$ cat config.mk
export PLATFORM = sky130hd
export DESIGN_NAME = vgaPixelGen
export DESIGN_NICKNAME = d
export VERILOG_FILES = /design/src/hdl/vgaLayoutPkg.sv /design/src/hdl/vgaColorPkg.sv /design/src/hdl/pixelStageIf.sv /design/src/hdl/pixelControl.sv /design/src/hdl/digitGlyph.sv /design/src/hdl/themePalette.sv /design/src/hdl/vgaPixelGen.sv
export SDC_FILE = /design/constraint.sdc
export NUM_CORES = 1
export LEC_CHECK = 0
export ABC_AREA = 1
export BUFFER_PORTS_ARGS = -buffer_cell sky130_fd_sc_hd__buf_2
export CAP_MARGIN = 20
export CORE_MARGIN = 2
export CORE_UTILIZATION = 35
export DETAILED_ROUTE_END_ITERATION = 8
export PLACE_DENSITY = 0.56
export SETUP_SLACK_MARGIN = 0.05
export SYNTH_ARGS = -nofsm -noshare
export SYNTH_HDL_FRONTEND = slang
export SYNTH_SLANG_ARGS = --single-unit
export TNS_END_PERCENT = 5
$ cat constraint.sdc
create_clock -name clk -period 2.45 [get_ports clk]
set_clock_uncertainty 0.1 [all_clocks]
set_input_delay 0.1225 -clock clk [delete_from_list [all_inputs] [get_ports clk]]
set_output_delay 0.1225 -clock clk [all_outputs]
set_load 0.005 [all_outputs]
$ cat src/hdl/vgaLayoutPkg.sv
package vgaLayoutPkg;

    //////////////////////////////////////////////////////////////////////
    // screen and raster
    //////////////////////////////////////////////////////////////////////

    localparam int screenWidth  = 640;
    localparam int screenHeight = 480;

    typedef logic [9:0] coordT;
    typedef logic [3:0] digitT; // bcd, 10..15 stay dark

    //////////////////////////////////////////////////////////////////////
    // glyph boxes
    //////////////////////////////////////////////////////////////////////

    typedef struct packed {
        coordT originX;
        coordT originY;
        coordT width;
        coordT height;
        coordT barWidth;
    } glyphGeomT;

    localparam glyphGeomT countdownGeom  = '{10'd270, 10'd150, 10'd100, 10'd180, 10'd20};
    localparam glyphGeomT scoreLeftGeom  = '{10'd275, 10'd190, 10'd50, 10'd90, 10'd10};
    localparam glyphGeomT scoreRightGeom = '{10'd340, 10'd190, 10'd50, 10'd90, 10'd10};
    localparam glyphGeomT timeLeftGeom   = '{10'd530, 10'd340, 10'd30, 10'd60, 10'd6};
    localparam glyphGeomT timeRightGeom  = '{10'd570, 10'd340, 10'd30, 10'd60, 10'd6};

    localparam int glyphCount = 5;

    typedef enum logic [2:0] {
        countdown,
        scoreLeft,
        scoreRight,
        timeLeft,
        timeRight
    } glyphIdxT;

    // bit 6 is segment a, bit 0 is segment g
    localparam logic [6:0] segPatterns [16] = '{
        7'b1111110, 7'b0110000, 7'b1101101, 7'b1111001,
        7'b0110011, 7'b1011011, 7'b1011111, 7'b1110000,
        7'b1111111, 7'b1111011,
        7'b0000000, 7'b0000000, 7'b0000000,
        7'b0000000, 7'b0000000, 7'b0000000
    };

endpackage

$ cat src/hdl/vgaColorPkg.sv
package vgaColorPkg;

    //////////////////////////////////////////////////////////////////////
    // colour and theme
    //////////////////////////////////////////////////////////////////////

    typedef logic [11:0] rgbT; // r in [11:8], g in [7:4], b in [3:0]
    typedef logic [1:0] themeT;

    localparam rgbT blackRgb = 12'h000;

    // indexed by theme
    localparam rgbT bgColors [4] = '{12'h000, 12'hfff, 12'he7d, 12'h000};
    localparam rgbT fgColors [4] = '{12'hfff, 12'h000, 12'h00f, 12'hfff};

    //////////////////////////////////////////////////////////////////////
    // game flow
    //////////////////////////////////////////////////////////////////////

    typedef enum logic [3:0] {
        rst    = 4'd0,
        bRst   = 4'd1,
        bPlay  = 4'd2,
        stage1 = 4'd3,
        stage2 = 4'd4,
        stage3 = 4'd5,
        pmode  = 4'd6,
        win    = 4'd7,
        lose   = 4'd8,
        finish = 4'd9
    } gameStateT;

    // what the palette stage has to draw
    typedef enum logic [1:0] {
        blankScreen,
        countdownScreen,
        scoreScreen,
        backgroundScreen
    } screenT;

endpackage

$ cat src/hdl/pixelStageIf.sv
`timescale 1ns/1ps

interface pixelStageIf;
    import vgaLayoutPkg::*;
    import vgaColorPkg::*;

    coordT hPos;
    coordT vPos;
    logic visible;
    screenT screen;
    themeT theme;
    digitT [glyphCount-1:0] digits; // slot order of glyphIdxT

    modport ctrl (
        output hPos,
        output vPos,
        output visible,
        output screen,
        output theme,
        output digits
    );

    // digit value comes in on its own port
    modport glyph (
        input hPos,
        input vPos
    );

    modport palette (
        input visible,
        input screen,
        input theme
    );

endinterface

$ cat src/hdl/pixelControl.sv
`timescale 1ns/1ps

module pixelControl (
    input logic clk,
    input logic reset,
    input vgaLayoutPkg::coordT hCnt,
    input vgaLayoutPkg::coordT vCnt,
    input logic valid,
    input vgaColorPkg::themeT theme,
    input vgaColorPkg::gameStateT state,
    input vgaLayoutPkg::digitT score0,
    input vgaLayoutPkg::digitT score1,
    input vgaLayoutPkg::digitT cnt0,
    input vgaLayoutPkg::digitT cnt1,
    pixelStageIf.ctrl stage
);
    import vgaLayoutPkg::*;
    import vgaColorPkg::*;

    screenT nextScreen;

    // state to screen
    always_comb begin
        case (state)
            bRst:          nextScreen = blankScreen;
            bPlay:         nextScreen = countdownScreen;
            stage1, pmode: nextScreen = scoreScreen;
            default:       nextScreen = backgroundScreen; // incl. codes 10..15
        endcase
    end

    always_ff @(posedge clk) begin
        if (reset) begin
            stage.visible <= 1'b0;
            stage.screen  <= blankScreen;
        end else begin
            stage.visible <= valid;
            stage.screen  <= nextScreen;
        end
    end

    always_ff @(posedge clk) begin
        stage.hPos  <= hCnt;
        stage.vPos  <= vCnt;
        stage.theme <= theme;

        // left score box shows player 1
        stage.digits[countdown]  <= cnt0;
        stage.digits[scoreLeft]  <= score1;
        stage.digits[scoreRight] <= score0;
        stage.digits[timeLeft]   <= cnt1;
        stage.digits[timeRight]  <= cnt0;
    end

endmodule

$ cat src/hdl/digitGlyph.sv
`timescale 1ns/1ps

module digitGlyph #(
    parameter vgaLayoutPkg::glyphGeomT geom = vgaLayoutPkg::countdownGeom
) (
    pixelStageIf.glyph stage,
    input vgaLayoutPkg::digitT digit,
    output logic lit
);
    import vgaLayoutPkg::*;

    localparam coordT boxW = geom.width;
    localparam coordT boxH = geom.height;
    localparam coordT barW = geom.barWidth;

    localparam coordT halfH      = boxH / 2;
    localparam coordT rightEdge  = boxW - barW;
    localparam coordT bottomEdge = boxH - barW;
    localparam coordT midLo      = (boxH - barW) / 2; // middle bar
    localparam coordT midHi      = (boxH + barW) / 2;

    coordT relX;
    coordT relY;
    logic inBox;
    logic [6:0] segHit;

    // left of or above the origin wraps to a large value
    assign relX = stage.hPos - geom.originX;
    assign relY = stage.vPos - geom.originY;

    assign inBox = (relX < boxW) && (relY < boxH);

    always_comb begin
        segHit[6] = relY < barW; // a
        segHit[5] = (relX >= rightEdge) && (relY < halfH); // b
        segHit[4] = (relX >= rightEdge) && (relY >= halfH); // c
        segHit[3] = relY >= bottomEdge; // d
        segHit[2] = (relX < barW) && (relY >= halfH); // e
        segHit[1] = (relX < barW) && (relY < halfH); // f
        segHit[0] = (relY >= midLo) && (relY < midHi); // g
    end

    assign lit = inBox && |(segHit & segPatterns[digit]);

endmodule

$ cat src/hdl/themePalette.sv
`timescale 1ns/1ps

module themePalette (
    input logic clk,
    input logic reset,
    pixelStageIf.palette stage,
    input logic [vgaLayoutPkg::glyphCount-1:0] lit,
    output vgaColorPkg::rgbT rgb
);
    import vgaLayoutPkg::*;
    import vgaColorPkg::*;

    rgbT bgRgb;
    rgbT fgRgb;
    rgbT nextRgb;
    logic scoreLit;

    assign bgRgb = bgColors[stage.theme];
    assign fgRgb = fgColors[stage.theme];

    // any of the four scoreboard digits
    assign scoreLit = lit[scoreLeft] | lit[scoreRight] | lit[timeLeft] | lit[timeRight];

    always_comb begin
        if (!stage.visible) begin
            nextRgb = blackRgb;
        end else begin
            case (stage.screen)
                blankScreen: begin
                    nextRgb = blackRgb;
                end
                countdownScreen: begin
                    nextRgb = lit[countdown] ? fgRgb : bgRgb;
                end
                scoreScreen: begin
                    nextRgb = scoreLit ? fgRgb : bgRgb;
                end
                default: begin
                    nextRgb = bgRgb;
                end
            endcase
        end
    end

    always_ff @(posedge clk) begin
        if (reset) begin
            rgb <= blackRgb;
        end else begin
            rgb <= nextRgb;
        end
    end

endmodule

$ cat src/hdl/vgaPixelGen.sv
`timescale 1ns/1ps

module vgaPixelGen (
    input logic clk,
    input logic reset,
    input vgaLayoutPkg::coordT hCnt,
    input vgaLayoutPkg::coordT vCnt,
    input logic valid,
    input vgaColorPkg::themeT theme,
    input vgaColorPkg::gameStateT state,
    input vgaLayoutPkg::digitT score0,
    input vgaLayoutPkg::digitT score1,
    input vgaLayoutPkg::digitT cnt0,
    input vgaLayoutPkg::digitT cnt1,
    output logic [3:0] vgaRed,
    output logic [3:0] vgaGreen,
    output logic [3:0] vgaBlue
);
    import vgaLayoutPkg::*;
    import vgaColorPkg::*;

    pixelStageIf stageIf ();

    logic [glyphCount-1:0] lit;
    rgbT rgb;

    //////////////////////////////////////////////////////////////////////
    // stage 1: input register and screen decode
    //////////////////////////////////////////////////////////////////////

    pixelControl i_pixelControl (
        .clk    (clk),
        .reset  (reset),
        .hCnt   (hCnt),
        .vCnt   (vCnt),
        .valid  (valid),
        .theme  (theme),
        .state  (state),
        .score0 (score0),
        .score1 (score1),
        .cnt0   (cnt0),
        .cnt1   (cnt1),
        .stage  (stageIf)
    );

    // one hit test per digit box
    digitGlyph #(.geom(countdownGeom)) i_countdownGlyph (
        .stage (stageIf),
        .digit (stageIf.digits[countdown]),
        .lit   (lit[countdown])
    );

    digitGlyph #(.geom(scoreLeftGeom)) i_scoreLeftGlyph (
        .stage (stageIf),
        .digit (stageIf.digits[scoreLeft]),
        .lit   (lit[scoreLeft])
    );

    digitGlyph #(.geom(scoreRightGeom)) i_scoreRightGlyph (
        .stage (stageIf),
        .digit (stageIf.digits[scoreRight]),
        .lit   (lit[scoreRight])
    );

    digitGlyph #(.geom(timeLeftGeom)) i_timeLeftGlyph (
        .stage (stageIf),
        .digit (stageIf.digits[timeLeft]),
        .lit   (lit[timeLeft])
    );

    digitGlyph #(.geom(timeRightGeom)) i_timeRightGlyph (
        .stage (stageIf),
        .digit (stageIf.digits[timeRight]),
        .lit   (lit[timeRight])
    );

    //////////////////////////////////////////////////////////////////////
    // stage 2: colour and output register
    //////////////////////////////////////////////////////////////////////

    themePalette i_themePalette (
        .clk   (clk),
        .reset (reset),
        .stage (stageIf),
        .lit   (lit),
        .rgb   (rgb)
    );

    assign {vgaRed, vgaGreen, vgaBlue} = rgb;

endmodule

==> metrics, run 1 <==
Synth Cell Area=0.00437 mm²; max-cap viol count=0; CP Max Fanout=5; syn_area_per_cell=6.25 µm²; crit path capture type=flop; GP Congestion=0.947; most frequent cells in the layout=nand2_1 (201), nand3_1 (81), inv_1 (79), buf_2 (56), buf_4 (51); vias in the first global route=4569; critical path class=flop to flop; Post-Layout Cell Count=1007; setup TNS=0 ns; Leakage Power=0.00308 µW; most common cell after layout, fill and taps aside=nand2_1; Post-Route WL=12.1 mm; YS warnings=0; Std-Cell Rows=40; CTS Buf Count=5; Placement Cell Area=0.00511 mm²; Overflow after GRT=0; share of cells above drive strength 1=26.3%; fin crit period=2.45 ns; # diodes=0; post-route cell area=0.00593 mm²; Core ar.=0.0121 mm²; RSZ-0062 raised after global routing=yes; initial core utilization=36.1%; die area=0.0134 mm²; Max Slew Vio Count=0; hold slack=0.0547 ns; NumNets Final=919; GR Util All Layers=18.4%; critical path data arrival time=2.59 ns; syn_nets=781; Post-Synthesis Cells=700; H-tree lvl count=2; Fillers=1224; WP data required=2.60 ns; Sinks on Clock Net=45; Die Span Y=116 µm; worst skew pair latency=0.30 ns; input/output buffers=56; count of final setup violators=0; initial antenna violation count=0; Seq/Total Area, Yosys=20.6%; status=finished clean; Fin. Hold Viols=0; Worst-Margin Slew=0.421 ns; DRT Pass-1 Iters=5; Core Util, Final=49.0%; die width=116 µm; Fmax=0.409 GHz; pwr/cell area=397 mW/mm²; Worst-path clk slew=0.07 ns; Top-Level Pins=57; via count=4744; Max VDD drop=0.000276 V; Final period util=99.9%; largest net degree at the start of global routing=16; final antenna-violating net count=0; first-pass GRT wire length=19.9 mm; CTS tree=done; Worst Hold Class=primary input to flop; Seq cells post-synth=45; Iter 0 DRT Violations=191; CTS root buf=clkbuf_16; Via density=4.71; max_slew headroom=71.9%; Clock Path Buffers=2; placed insts=956; DR WL/cell=12.0 µm; Post-route DRC=0; Yosys cell types=45; Startpoint Class=flop; Final HPWL DP=9.26 mm; Area Growth Syn to Fin=35.6%
[area by class of cell]
type / instances / area [µm²] / area share [%]
clock inverter: 3 / 43.8 / 0.738
timing repair buffer: 149 / 1080 / 18.3
clock buffer: 5 / 125 / 2.11
inverter: 90 / 348 / 5.86
sequential: 45 / 917 / 15.5
multi-input combinational: 547 / 3210 / 54.0
tap: 168 / 210 / 3.54
[registers in the layout (all words and copies together), names as in the netlist]
| register | flops |
|---|---|
| i_pixelControl.stage.digits | 16 |
| i_pixelControl.stage.hPos | 10 |
| i_pixelControl.stage.vPos | 10 |
| i_themePalette.rgb | 4 |
| i_pixelControl.stage.screen | 2 |
| i_pixelControl.stage.theme | 2 |
| i_pixelControl.stage.visible | 1 |
[power by group]
part           internal (µW)  leakage [µW]  switching [µW]
sequential               770      0.000379            40.2
combinational            318       0.00262             431
clock                    483     0.0000842             311
total                   1570       0.00308             782
[worst max-delay path, stage by stage, from the launching register on]
cell      delay, ns
dfxtp_2        0.35
buf_4          0.14
ha_1           0.20
or2_2          0.27
a21oi_1        0.24
a211oi_1       0.12
a211oi_1       0.26
nand2_1        0.10
nor2_2         0.15
nand2_2        0.08
nand2_1        0.09
nand3_1        0.08
nand3_1        0.09
nand2_1        0.05
inv_1          0.07
[synth_stat cells]
master / number / area share [%]
nand2_1: 212 / 18
nand3_1: 93 / 11
inv_1: 86 / 7.4
nor2_1: 55 / 4.7
dfxtp_1: 45 / 21
ha_1: 36 / 10
a21oi_1: 25 / 2.9
o21ai_0: 19 / 2.2
nand2_2: 13 / 1.9
nand4_1: 13 / 1.9
a31oi_1: 10 / 1.4
buf_4: 10 / 1.7
or2_2: 8 / 1.1
nor2_4: 7 / 1.8
nor3_1: 6 / 0.69
xor2_1: 6 / 1.2
buf_2: 4 / 0.46
a211oi_1: 3 / 0.51
buf_6: 3 / 0.77
inv_2: 3 / 0.26
nand2_4: 3 / 0.77
nand3b_1: 3 / 0.51
nor2_2: 3 / 0.43
o21ai_1: 3 / 0.34
o21bai_1: 3 / 0.51
xor2_2: 3 / 1.1
nand3_2: 2 / 0.46
nand4_2: 2 / 0.57
nand4_4: 2 / 0.97
o211ai_1: 2 / 0.34
o21a_1: 2 / 0.34
o21bai_2: 2 / 0.51
a21boi_1: 1 / 0.17
a21oi_2: 1 / 0.20
and2_1: 1 / 0.14
clkbuf_1: 1 / 0.086
inv_4: 1 / 0.14
nand3b_2: 1 / 0.26
nand3b_4: 1 / 0.46
nor3_2: 1 / 0.23
nor4_1: 1 / 0.14
o211a_1: 1 / 0.23
o21ai_2: 1 / 0.20
o22ai_1: 1 / 0.14
or2_1: 1 / 0.14
[final timing paths]
path                                            from                                   endpoint  slack (ns)  cells past startpoint
max             i_pixelControl.stage.hPos[1]$_DFF_P_           i_themePalette.rgb[8]$_SDFF_PP0_       0.002                     14
min                                         state[1]  i_pixelControl.stage.screen[1]$_SDFF_PP0_        0.05                      3
max reg2reg     i_pixelControl.stage.hPos[1]$_DFF_P_           i_themePalette.rgb[8]$_SDFF_PP0_       0.002                     14
min reg2reg  i_pixelControl.stage.visible$_SDFF_PP0_           i_themePalette.rgb[1]$_SDFF_PP0_        0.43                      4
[repair_timing]
item	in CTS	in global routing
endpoints found under the setup margin	4	4
setup buffers	1	0
endpoints found under the hold margin	41	0
pin swaps	13	19
gates resized for setup	33	34
hold buffers	42	0
[through the flow]
stage	total power, µW	worst slack, ns
after global placement	1460	-0.0763
after detailed placement	1470	-0.128
after floorplan	1270	0.0640
after CTS	2350	0.0267
after global routing	2500	-0.203
final	2350	0.00240
[kinds of logic after synthesis]
| kind of cell | share of synthesized area [%] |
|---|---|
| flops | 20.6 |
| compound gates | 9.98 |
| fa+ha+maj | 10.3 |
| xor+xnor | 2.32 |
| simple gates | 46.0 |
| buf+inv | 10.8 |
[routing by layer]
metal / vias up / wire length, µm / track usage, %
met5: - / 0 / 0
met4: 0 / 225 / 6.27
met3: 17 / 394 / 3.14
met2: 95 / 5950 / 32.9
met1: 2107 / 5520 / 22.4
li1: 2525 / - / -
Note: power is estimated with default switching activity, not from simulation.
==> inputs of run 2 (changes only) <==
--- a/config.mk
+++ b/config.mk
@@ -7,11 +7,13 @@
 export LEC_CHECK = 0
 export ABC_AREA = 1
 export BUFFER_PORTS_ARGS = -buffer_cell sky130_fd_sc_hd__buf_2
-export CAP_MARGIN = 20
+export CAP_MARGIN = 0
+export CELL_PAD_IN_SITES_DETAIL_PLACEMENT = 1
+export CELL_PAD_IN_SITES_GLOBAL_PLACEMENT = 2
 export CORE_MARGIN = 2
-export CORE_UTILIZATION = 35
+export CORE_UTILIZATION = 29
 export DETAILED_ROUTE_END_ITERATION = 8
-export PLACE_DENSITY = 0.56
+export PLACE_DENSITY = 0.89
 export SETUP_SLACK_MARGIN = 0.05
 export SYNTH_ARGS = -nofsm -noshare
 export SYNTH_HDL_FRONTEND = slang
==> run 2 against run 1 <==
Compared with the run above:
- the flow now finishes with violations (negative setup slack)
- final cell count up 4.7%
- total power grew 3.8%
- first-iteration DRC count shrank 20%
- global-route usage is 0.10 points higher
- count of clock-buffer cells in the layout is the same
- register-to-register slack worse by 0.06 ns
- combinational power increased by 21%
- non-clock buffer count up 31
- worst setup slack got worse by 0.057 ns
- critical endpoint unchanged
- largest power group is now combinational logic
==> metrics, run 2 (synthesized netlist as in run 1, its figures left out) <==
Final HPWL DP=10.9 mm (was 9.26 mm); GP Congestion=0.807 (was 0.947); Via density=4.82 (was 4.71); count of final setup violators=4 (was 0); Worst-path clk slew=0.07 ns (about the same); Max Slew Vio Count=0 (unchanged); CTS tree=done (unchanged); Top-Level Pins=57 (unchanged); biggest regs=i_pixelControl.stage.digits: 16 flops, i_pixelControl.stage.hPos: 10 flops, i_pixelControl.stage.vPos: 10 flops (unchanged); worst skew pair latency=0.31 ns (was 0.30 ns); initial core utilization=29.9% (was 36.1%); most common cell after layout, fill and taps aside=nand2_1 (unchanged); fin crit period=2.50 ns (was 2.45 ns); # diodes=0 (unchanged); Worst-Margin Slew=0.414 ns (was 0.421 ns); capture point of the worst path=i_themePalette.rgb[8]$_SDFF_PP0_ (unchanged); Iter 0 DRT Violations=152 (was 191); post-route cell area=0.00659 mm² (was 0.00593 mm²); via count=5082 (was 4744); Leakage Power=0.00329 µW (was 0.00308 µW); critical path data arrival time=2.66 ns (was 2.59 ns); Core ar.=0.0146 mm² (was 0.0121 mm²); max FFs per register=16 (unchanged); Sinks on Clock Net=45 (unchanged); largest net degree at the start of global routing=16 (unchanged); Std-Cell Rows=44 (was 40); CP Max Fanout=8 (was 5); Fin. Hold Viols=0 (unchanged); Max VDD drop=0.000247 V (was 0.000276 V); area of the multi-input gates=0.00358 mm² (was 0.00321 mm²); Core Util, Final=45.0% (was 49.0%); CTS root buf=clkbuf_16 (unchanged); flop2flop setup slack=-0.05 ns (was 0.002 ns); final setup margin=-0.0547 ns (was 0.00240 ns); die area=0.0161 mm² (was 0.0134 mm²); Final period util=102% (was 99.9%); most frequent cells in the layout=nand2_1 (171), buf_4 (77), inv_1 (73), nand3_1 (71), buf_2 (56) (was nand2_1 (201), nand3_1 (81), inv_1 (79), buf_2 (56), buf_4 (51)); initial antenna violation count=0 (unchanged); CP Launch Point=i_pixelControl.stage.vPos[6]$_DFF_P_ (was i_pixelControl.stage.hPos[1]$_DFF_P_); status=finished with violations (was finished clean); Overflow after GRT=0 (unchanged); max-cap viol count=0 (unchanged); RSZ-0062 raised after global routing=yes (unchanged); Placement Cell Area=0.00519 mm² (was 0.00511 mm²); die width=127 µm (was 116 µm); final antenna-violating net count=0 (unchanged); Startpoint Class=flop (unchanged); NumNets Final=950 (was 919); WP data required=2.60 ns (about the same); Register-to-Register Path Depth=16 (was 14); Post-Route WL=15.6 mm (was 12.1 mm); Worst Hold Class=primary input to flop (unchanged); Fmax=0.399 GHz (was 0.409 GHz); CTS Buf Count=5 (unchanged); H-tree lvl count=2 (unchanged); Fillers=1886 (was 1224); share of cells above drive strength 1=37.5% (was 26.3%); critical path class=flop to flop (unchanged); pwr/cell area=371 mW/mm² (was 397 mW/mm²); Die Span Y=127 µm (was 116 µm); register area=932 µm² (was 917 µm²); input/output buffers=56 (unchanged); FF-to-FF End=i_themePalette.rgb[8]$_SDFF_PP0_ (unchanged); Post-route DRC=0 (unchanged); vias in the first global route=5225 (was 4569); failing checks=negative setup slack; DRT Pass-1 Iters=4 (was 5); R2R Path Start=i_pixelControl.stage.vPos[6]$_DFF_P_ (was i_pixelControl.stage.hPos[1]$_DFF_P_); DR WL/cell=14.8 µm (was 12.0 µm); max_slew headroom=72.4% (was 71.9%); Top reg by flops=i_pixelControl.stage.digits (unchanged); GR Util All Layers=18.5% (was 18.4%); Clock Path Buffers=2 (unchanged); Area Growth Syn to Fin=50.7% (was 35.6%); crit path capture type=flop (unchanged); first-pass GRT wire length=24.5 mm (was 19.9 mm)
-- run 2: cell types whose count changed in the layout (fill, tap and decap cells not counted), sizes merged --
| cell | change |
|---|---|
| clkinvlp | +2 |
| bufinv | -1 |
| dlygate4sd3 | -1 |
| buf | +32 |
| inv | -1 |
-- run 2: worst min path at each step --
stage	depth (start not counted)	endpoint	slack [ns]	start
final	3	i_pixelControl.stage.screen[0]$_SDFF_PP0_	0.02	state[2]
after global routing	4	i_themePalette.rgb[8]$_SDFF_PP0_	0.06	reset
after CTS	3	i_pixelControl.stage.screen[0]$_SDFF_PP0_	0.01	state[2]
after detailed placement	1	i_pixelControl.stage.hPos[1]$_DFF_P_	0.13	hCnt[1]
after global placement	1	i_pixelControl.stage.digits[13]$_DFF_P_	0.12	cnt1[1]
after floorplan	0	i_pixelControl.stage.digits[0]$_DFF_P_	0.05	cnt0[0]
-- run 2: routing by layer --
metal	up-vias	wire length, µm	share of wire [%]	track usage (%)
li1	2584	-	-	-
met1	2408	6740	43	22.2
met2	65	8130	52	34.3
met3	25	369	2.4	2.40
met4	0	318	2.0	5.62
met5	-	0	0	0
-- run 2: worst max-delay path, cell delays in order (launching register included) --
cell and delay [ns]:
dfxtp_4 0.41, clkinvlp_4 0.17, nor2_1 0.14, nand3_1 0.12, nand3_1 0.10, nand2_2 0.08
nor2_4 0.14, nand4_1 0.19, nand3_1 0.16, nand3_1 0.11, o21bai_2 0.22, nand4_4 0.14
nand2_2 0.11, nand3_1 0.09, nand3_1 0.10, nand2_1 0.05, inv_1 0.05
-- run 2: area by class of cell --
class	count	area share (%)
clock inverters	3	0.323
well taps	184	3.49
inverters	90	5.60
repair buffers	180	20.3
clock buffers	5	1.90
multi-input cells	547	54.3
flip-flops and latches	45	14.1
-- run 2: metrics by stage --
step | setup slack, ns | setup TNS [ns] | instances | total power (µW) | hold slack [ns]
2_1_floorplan | 0.0640 | 0 | 700 | 1270 | 0.0502
3_5_place_dp | -0.207 | -0.742 | 981 | 1510 | 0.126
3_3_place_gp | -0.0820 | -0.293 | 981 | 1500 | 0.124
5_1_grt | -0.269 | -1.06 | 1054 | 2600 | 0.0572
4_1_cts | -0.0181 | -0.0215 | 1034 | 2340 | 0.00991
6_report | -0.0547 | -0.173 | 1054 | 2440 | 0.0202
-- run 2: report_power, final --
group | switching, µW | total (µW) | internal, µW
clock network | 338 | 719 | 381
registers | 47.0 | 815 | 768
logic | 512 | 909 | 397
total | 897 | 2440 | 1550
-- run 2: repair_timing --
action                                  4_1_cts  5_1_grt
pin swaps                                    30       70
hold endpoints to repair                     41        0
hold buffers                                 41        0
endpoints found under the setup margin        4        4
gates resized for setup                      66      120
setup buffers                                 4       20
